**src/logic/csr_config.svh**
```systemverilog
`ifndef CSR_CONFIG_SVH
`define CSR_CONFIG_SVH

// csr numbers
`define CSR_CRMD    14'h000
`define CSR_PRMD    14'h001
`define CSR_ECFG    14'h004
`define CSR_ESTAT   14'h005
`define CSR_ERA     14'h006
`define CSR_BADV    14'h007
`define CSR_EENTRY  14'h00c
`define CSR_SAVE0   14'h030
`define CSR_SAVE1   14'h031
`define CSR_SAVE2   14'h032
`define CSR_SAVE3   14'h033
`define CSR_TID     14'h040
`define CSR_TCFG    14'h041
`define CSR_TVAL    14'h042
`define CSR_TICLR   14'h044

// crmd after reset: da=1, ie=0, plv=0
`define CRMD_RESET  9'h008

`define TIMER_W     32

// exception codes
`define ECODE_INT   6'h00
`define ECODE_ADE   6'h08
`define ECODE_ALE   6'h09
`define ECODE_TLBR  6'h3f

`endif

```
**src/logic/csr_pkg.sv**
```systemverilog
`include "csr_config.svh"

package csr_pkg;

    typedef enum logic [2:0] {
        CSRRD,
        CSRWR,
        CSRXCHG,
        ERTN,
        EXCP
    } csr_op_e;

    typedef struct packed {
        logic [1:0]  rsvd;
        logic [13:0] num;
    } csr_num_t;

    typedef struct packed {
        logic       valid;
        logic [8:0] esubcode;
        logic [5:0] ecode;
    } excp_arg_t;

    // csr number for csr ops, exception cause for excp
    typedef union packed {
        csr_num_t  csr;
        excp_arg_t excp;
    } csr_arg_u;

    typedef struct packed {
        logic        valid;
        csr_op_e     op;
        csr_arg_u    arg;
        logic [31:0] wdata;
        logic [31:0] mask;
        logic [31:0] pc;
        logic [31:0] badv;
    } csr_req_t;

    typedef struct packed {
        logic        valid;
        csr_op_e     op;
        csr_arg_u    arg;
        logic [31:0] wval;  // already merged
        logic [31:0] pc;
        logic [31:0] badv;
    } csr_cmd_t;

    typedef struct packed {
        logic [31:0] era;
        logic [31:0] eentry;
        logic        irq_pending;
    } csr_vec_t;

    typedef struct packed {
        logic [`TIMER_W-1:0] tcfg;
        logic [`TIMER_W-1:0] tval;
        logic                ti;
    } timer_state_t;

    typedef struct packed {
        logic        valid;
        logic [31:0] pc;
        logic        is_excp;
    } csr_redirect_t;

    function automatic logic is_csr_write(csr_cmd_t c);
        return c.valid && (c.op == CSRWR || c.op == CSRXCHG);
    endfunction

endpackage

```
**src/logic/csr_control.sv**
```systemverilog
`timescale 1ns/1ps
`include "csr_config.svh"

module csr_control (
    input  logic                   clk,
    input  logic                   rstn,
    input  csr_pkg::csr_req_t      req,
    input  logic [31:0]            rd_now,
    input  csr_pkg::csr_vec_t      vec,
    output csr_pkg::csr_cmd_t      cmd,
    output logic [31:0]            rd_data,
    output csr_pkg::csr_redirect_t redirect
);
    import csr_pkg::*;

    logic        irq_take;
    logic [31:0] wmask;
    csr_cmd_t    nxt;

    // an entry still in commit has not cleared IE yet, so don't take it twice
    assign irq_take = req.valid && vec.irq_pending && !(cmd.valid && cmd.op == EXCP);

    assign wmask = (req.op == CSRWR) ? '1 : req.mask;

    always_comb
    begin
        nxt.valid = req.valid;
        nxt.op    = req.op;
        nxt.arg   = req.arg;
        nxt.wval  = (rd_now & ~wmask) | (req.wdata & wmask);
        nxt.pc    = req.pc;
        nxt.badv  = req.badv;
        if (irq_take)
        begin
            // interrupt replaces the request, era gets its pc
            nxt.op                = EXCP;
            nxt.arg.excp.valid    = 1'b1;
            nxt.arg.excp.esubcode = '0;
            nxt.arg.excp.ecode    = `ECODE_INT;
        end
    end

    always_ff @(posedge clk)
    begin
        cmd              <= nxt;
        rd_data          <= rd_now;   // pre-commit value
        redirect.valid   <= nxt.valid && (nxt.op == ERTN || nxt.op == EXCP);
        redirect.is_excp <= nxt.op == EXCP;
        if (nxt.op == EXCP)
            redirect.pc <= vec.eentry;
        else
            redirect.pc <= vec.era;
        if (!rstn)
        begin
            cmd.valid      <= 1'b0;
            redirect.valid <= 1'b0;
        end
    end

endmodule

```
**src/logic/csr_file.sv**
```systemverilog
`timescale 1ns/1ps
`include "csr_config.svh"

module csr_file (
    input  logic                  clk,
    input  logic                  rstn,
    input  logic [13:0]           rd_num,
    input  csr_pkg::csr_cmd_t     cmd,
    input  csr_pkg::timer_state_t tstate,
    input  logic [7:0]            ext_irq,
    output logic [31:0]           rd_now,
    output csr_pkg::csr_vec_t     vec
);
    import csr_pkg::*;

    logic [8:0]  crmd;
    logic [2:0]  prmd;
    logic [11:0] ecfg_lie;        // bit 10 reserved
    logic [1:0]  estat_is;
    logic [5:0]  estat_ecode;
    logic [8:0]  estat_esubcode;
    logic [31:0] era;
    logic [31:0] badv;
    logic [25:0] eentry;          // va[31:6]
    logic [31:0] save [4];
    logic [31:0] tid;
    logic [11:0] int_vec;
    logic [13:0] wr_num;
    logic        excp_commit;

    assign wr_num      = cmd.arg.csr.num;
    assign excp_commit = cmd.valid && cmd.op == EXCP;

    // ti, ipi(unused), hwi, swi
    assign int_vec         = {tstate.ti, 1'b0, ext_irq, estat_is};
    assign vec.irq_pending = crmd[2] && |(int_vec & ecfg_lie);
    assign vec.era         = era;
    assign vec.eentry      = {eentry, 6'b0};

    always_comb
    begin
        rd_now = '0;
        case (rd_num)
            `CSR_CRMD:
                rd_now = {23'b0, crmd};
            `CSR_PRMD:
                rd_now = {29'b0, prmd};
            `CSR_ECFG:
                rd_now = {20'b0, ecfg_lie};
            `CSR_ESTAT:
                rd_now = {1'b0, estat_esubcode, estat_ecode, 4'b0, int_vec};
            `CSR_ERA:
                rd_now = era;
            `CSR_BADV:
                rd_now = badv;
            `CSR_EENTRY:
                rd_now = {eentry, 6'b0};
            `CSR_SAVE0, `CSR_SAVE1, `CSR_SAVE2, `CSR_SAVE3:
                rd_now = save[rd_num[1:0]];
            `CSR_TID:
                rd_now = tid;
            `CSR_TCFG:
                rd_now = 32'(tstate.tcfg);
            `CSR_TVAL:
                rd_now = 32'(tstate.tval);
            default:
                rd_now = '0;   // ticlr and unknown numbers
        endcase
    end

    always_ff @(posedge clk)
    begin
        if (!rstn)
        begin
            crmd     <= `CRMD_RESET;
            prmd     <= '0;
            ecfg_lie <= '0;
            estat_is <= '0;
        end
        else if (excp_commit)
        begin
            prmd      <= crmd[2:0];
            crmd[2:0] <= 3'b0;   // plv0, ie off
        end
        else if (cmd.valid && cmd.op == ERTN)
            crmd[2:0] <= prmd;
        else if (is_csr_write(cmd))
        begin
            case (wr_num)
                `CSR_CRMD:
                    crmd <= cmd.wval[8:0];
                `CSR_PRMD:
                    prmd <= cmd.wval[2:0];
                `CSR_ECFG:
                    ecfg_lie <= {cmd.wval[11], 1'b0, cmd.wval[9:0]};
                `CSR_ESTAT:
                    estat_is <= cmd.wval[1:0];   // only swi bits writable
                default:
                    ;
            endcase
        end
    end

    always_ff @(posedge clk)
    begin
        if (excp_commit)
        begin
            era            <= cmd.pc;
            estat_ecode    <= cmd.arg.excp.ecode;
            estat_esubcode <= cmd.arg.excp.esubcode;
            if (cmd.arg.excp.ecode inside {`ECODE_ALE, `ECODE_ADE, `ECODE_TLBR})
                badv <= cmd.badv;
        end
        else if (is_csr_write(cmd))
        begin
            case (wr_num)
                `CSR_ERA:
                    era <= cmd.wval;
                `CSR_BADV:
                    badv <= cmd.wval;
                `CSR_EENTRY:
                    eentry <= cmd.wval[31:6];
                `CSR_SAVE0, `CSR_SAVE1, `CSR_SAVE2, `CSR_SAVE3:
                    save[wr_num[1:0]] <= cmd.wval;
                `CSR_TID:
                    tid <= cmd.wval;
                default:
                    ;
            endcase
        end
    end

endmodule

```
**src/logic/csr_timer.sv**
```systemverilog
`timescale 1ns/1ps
`include "csr_config.svh"

module csr_timer (
    input  logic                  clk,
    input  logic                  rstn,
    input  csr_pkg::csr_cmd_t     cmd,
    output csr_pkg::timer_state_t tstate
);
    import csr_pkg::*;

    logic [`TIMER_W-1:0] tcfg;   // [0] en, [1] periodic, rest initval
    logic [`TIMER_W-1:0] tval;
    logic [`TIMER_W-1:0] initval;
    logic                ti;
    logic                tcfg_wr;
    logic                ticlr_wr;

    assign tcfg_wr  = is_csr_write(cmd) && cmd.arg.csr.num == `CSR_TCFG;
    assign ticlr_wr = is_csr_write(cmd) && cmd.arg.csr.num == `CSR_TICLR && cmd.wval[0];
    assign initval  = {tcfg[`TIMER_W-1:2], 2'b00};

    always_ff @(posedge clk)
    begin
        if (!rstn)
        begin
            tcfg <= '0;
            tval <= '0;
            ti   <= 1'b0;
        end
        else
        begin
            if (tcfg_wr)
            begin
                tcfg <= cmd.wval[`TIMER_W-1:0];
                tval <= {cmd.wval[`TIMER_W-1:2], 2'b00};   // load and start
            end
            else if (tcfg[0] && tcfg[1] && tval == '0)
                tval <= initval;
            else if (tcfg[0] && tval != '1)
                tval <= tval - 1'b1;   // one-shot wraps to all ones and parks

            if (ticlr_wr)
                ti <= 1'b0;
            else if (!tcfg_wr && tcfg[0] && tval == '0)
                ti <= 1'b1;
        end
    end

    assign tstate.tcfg = tcfg;
    assign tstate.tval = tval;
    assign tstate.ti   = ti;

endmodule

```
**src/logic/csr_unit_top.sv**
```systemverilog
`timescale 1ns/1ps

module csr_unit_top (
    input  logic                   clk,
    input  logic                   rstn,
    input  csr_pkg::csr_req_t      req,
    input  logic [7:0]             ext_irq,
    output logic [31:0]            rd_data,
    output csr_pkg::csr_redirect_t redirect
);
    import csr_pkg::*;

    csr_cmd_t     cmd;
    csr_vec_t     vec;
    timer_state_t tstate;
    logic [31:0]  rd_now;

    csr_control csr_control_inst (
        .clk      (clk),
        .rstn     (rstn),
        .req      (req),
        .rd_now   (rd_now),
        .vec      (vec),
        .cmd      (cmd),
        .rd_data  (rd_data),
        .redirect (redirect)
    );

    // read port looks at the incoming request
    csr_file csr_file_inst (
        .clk     (clk),
        .rstn    (rstn),
        .rd_num  (req.arg.csr.num),
        .cmd     (cmd),
        .tstate  (tstate),
        .ext_irq (ext_irq),
        .rd_now  (rd_now),
        .vec     (vec)
    );

    csr_timer csr_timer_inst (
        .clk    (clk),
        .rstn   (rstn),
        .cmd    (cmd),
        .tstate (tstate)
    );

endmodule

```
**config.mk**
```make
export PLATFORM = sky130hd
export DESIGN_NAME = csr_unit_top
export DESIGN_NICKNAME = d
export VERILOG_FILES = /design/src/logic/csr_pkg.sv /design/src/logic/csr_control.sv /design/src/logic/csr_file.sv /design/src/logic/csr_timer.sv /design/src/logic/csr_unit_top.sv
export VERILOG_INCLUDE_DIRS = /design/src /design/src/logic
export SDC_FILE = /design/constraint.sdc
export NUM_CORES = 1
export LEC_CHECK = 0
export ABC_CLOCK_PERIOD_IN_PS = 6760
export BUFFER_PORTS_ARGS = -buffer_cell sky130_fd_sc_hd__buf_2
export CAP_MARGIN = 10
export CORE_MARGIN = 5
export CORE_UTILIZATION = 59
export CTS_CLUSTER_SIZE = 28
export DETAILED_ROUTE_END_ITERATION = 8
export GPL_ROUTABILITY_DRIVEN = 0
export PLACE_DENSITY_LB_ADDON = 0.1
export RECOVER_POWER = 25
export SYNTH_ARGS = -nofsm -noshare
export SYNTH_HDL_FRONTEND = slang
export SYNTH_HIERARCHICAL = 1
export SYNTH_SLANG_ARGS = --single-unit
```
**constraint.sdc**
```tcl
create_clock -name clk -period 6.76 [get_ports clk]
set_input_delay 0.338 -clock clk [delete_from_list [all_inputs] [get_ports clk]]
set_output_delay 0.338 -clock clk [all_outputs]
set_load 0.02 [all_outputs]
```
==> impl_metrics.toml <==
[cells_and_area]
fin_cells = 2544
design_area_um2 = 25400
final_common_cell = "nand2_1"
drive_gt1_frac = 0.224
fill_cells = 2426
syn_to_final_growth_pct = 19.7
mostFrequentLayoutCells = "319 x nand2_1, 271 x dfxtp_1, 265 x edfxtp_1"
multi_input_area_um2 = 7340
layout.nets = 2195
seqCellArea_um2 = 13400
fin_util = 0.714

[global_routing]
antenna_found_initial = 7
grt_pass1_wl_um = 95100
grt_overflow = 0
grt_max_degree = 81
grt_pass1_vias = 15764
grt_usage = 0.318

[floorplan]
io-pin-count = 224
die_area_um2 = 39800
core_um2 = 35600
die_y_um = 200
floorplan.rows = 69
die_w_um = 200
start_util = 0.596

[sta]
relSlewSlack = -0.549
fin_crit_sh = 0.522
fmax_mhz = 283
hold_viol = 0
setup_tns_ns = 0
finClkSkew_ns = 0.0197
worst_pin_slew_ns = 2.32
finalMaxSlewViolations = 46
min_period_ns = 3.53
rsz0062_at_grt = "false"
setup_violations = 0

[route]
antenna_left = 0
drc = 0
drt_iter0_markers = 1801
wl_per_cell_um = 25.2
routed_via_density = 6.32
drt-total-wl_um = 64100
via_count = 16078
firstDrtPassIters = 8

[setup_path]
worst_ep_required_time_ns = 7.27
max_stage_delay_ns = 1.65
crit_buf_inv = 3
startpoint_type = "input port"
critical_path.max_fanout = 45
crit_chain = "buf_2 > clkbuf_1 > inv_2 > nor2_1 > o211ai_1 > a2bb2oi_1"
path_class = "in -> reg"
cp-end-kind = "flop"
slowest_stage = "clkbuf_1"
worstPathArrival_ns = 4.04
critical-path-top-delay-family = "buffers and inverters"

[flow_run]
cap_violations = 1

[clock_network]
insertion_delay_ns = 0.59
cts_max_path_buffers = 3
post_cts_buffers = 0
htreeDepth = 2
cts_tree = "yes"
clk_pin_slew_worst_paths_ns = 0.07
cts-root-buf = "clkbuf_16"
clkSinkCount = 536
numCtsBuffers = 51

[pwr]
ir_worst_vdd_v = 0.000242
p_leak_uw = 0.00962
finalPower_uw = 6760
powerDensity_nw_per_um2 = 266

[yosys]
syn-cell-area_um2 = 21200
yosys_warnings = 6
syn_area_per_cell_um2 = 12.2
syn_inst = 1733

[place]
detailed_place_hpwl_um = 41400
io_buffers = 222
placed_area_um2 = 22700
placedCellCount = 2345

[outcome]
status = "finished, violations left"
violations = "capacitance limit, slew limit"

[hold_path]
hp-class = "in -> reg"
==> per-layer routing <==
| layer | vias to the layer above | GRT usage | part of all wire |
|---|---|---|---|
| met5 | - | 0 | 0.00072 |
| met4 | 6 | 0.104 | 0.034 |
| met3 | 146 | 0.0924 | 0.12 |
| met2 | 977 | 0.487 | 0.45 |
| met1 | 7860 | 0.443 | 0.39 |
| li1 | 7089 | - | - |
==> power breakdown <==
group	leakage, uW	internal (uW)	switching [uW]
combinational	0.00417	142	142
sequential	0.00460	3460	67.8
clock	0.000855	1710	1240
==> registers in the layout, summed over array words and instances (netlist names) <==
name / count
csr_timer_inst/tval: 32
csr_file_inst/crmd: 9
csr_file_inst/badv: 32
csr_file_inst/ecfg_lie: 11
csr_file_inst/prmd: 3
csr_file_inst/eentry: 26
csr_file_inst/estat_is: 2
csr_file_inst/era: 32
csr_timer_inst/ti: 1
csr_control_inst/rd_data: 32
csr_file_inst/save: 128
csr_control_inst/redirect: 34
csr_file_inst/estat_ecode: 6
csr_file_inst/tid: 32
csr_timer_inst/tcfg: 32
csr_control_inst/cmd: 115
csr_file_inst/estat_esubcode: 9
==> worst register-to-register path: stages, from the launching register on <==
cell,delay [ns]
dfxtp_1,0.42
nor4b_1,0.58
and3_1,0.29
and3_1,0.95
or3_2,0.63
o221ai_1,0.22
a21oi_1,0.23
==> cell type report <==
cell class,count,share of cell area
inverters,12,0.00177
clock buffers,65,0.0556
multi-input cells,1085,0.289
diodes,5,0.000493
well taps,461,0.0227
clock inverters,31,0.0130
repair buffers,349,0.0905
flip-flops and latches,536,0.527
==> worst paths after layout <==
kind | startpoint | endpoint | slack (ns) | depth (start not counted)
worst max-delay path | rstn | csr_timer_inst/tval[4] | 3.23 | 6
worst min-delay path | req[102] | csr_control_inst/cmd[70] | 0.009 | 2
worst max register to register | csr_control_inst/cmd[97] | csr_timer_inst/tval[21] | 3.37 | 6
worst min register to register | csr_control_inst/cmd[110] | csr_file_inst/estat_esubcode[8] | 0.40 | 0
==> stage by stage <==
step,hold slack (ns),worst slack [ns]
floorplan,0.366,2.04
global placement,0.390,3.34
detailed placement,0.398,3.21
CTS,0.00422,3.55
global route,0.0113,3.19
finish,0.00850,3.23
==> what timing repair did <==
action	4_1_cts	5_1_grt
endpoints found under the hold margin	98	0
gates resized for setup	0	0
hold buffers	98	0
Note: power is estimated with default switching activity, not from simulation.
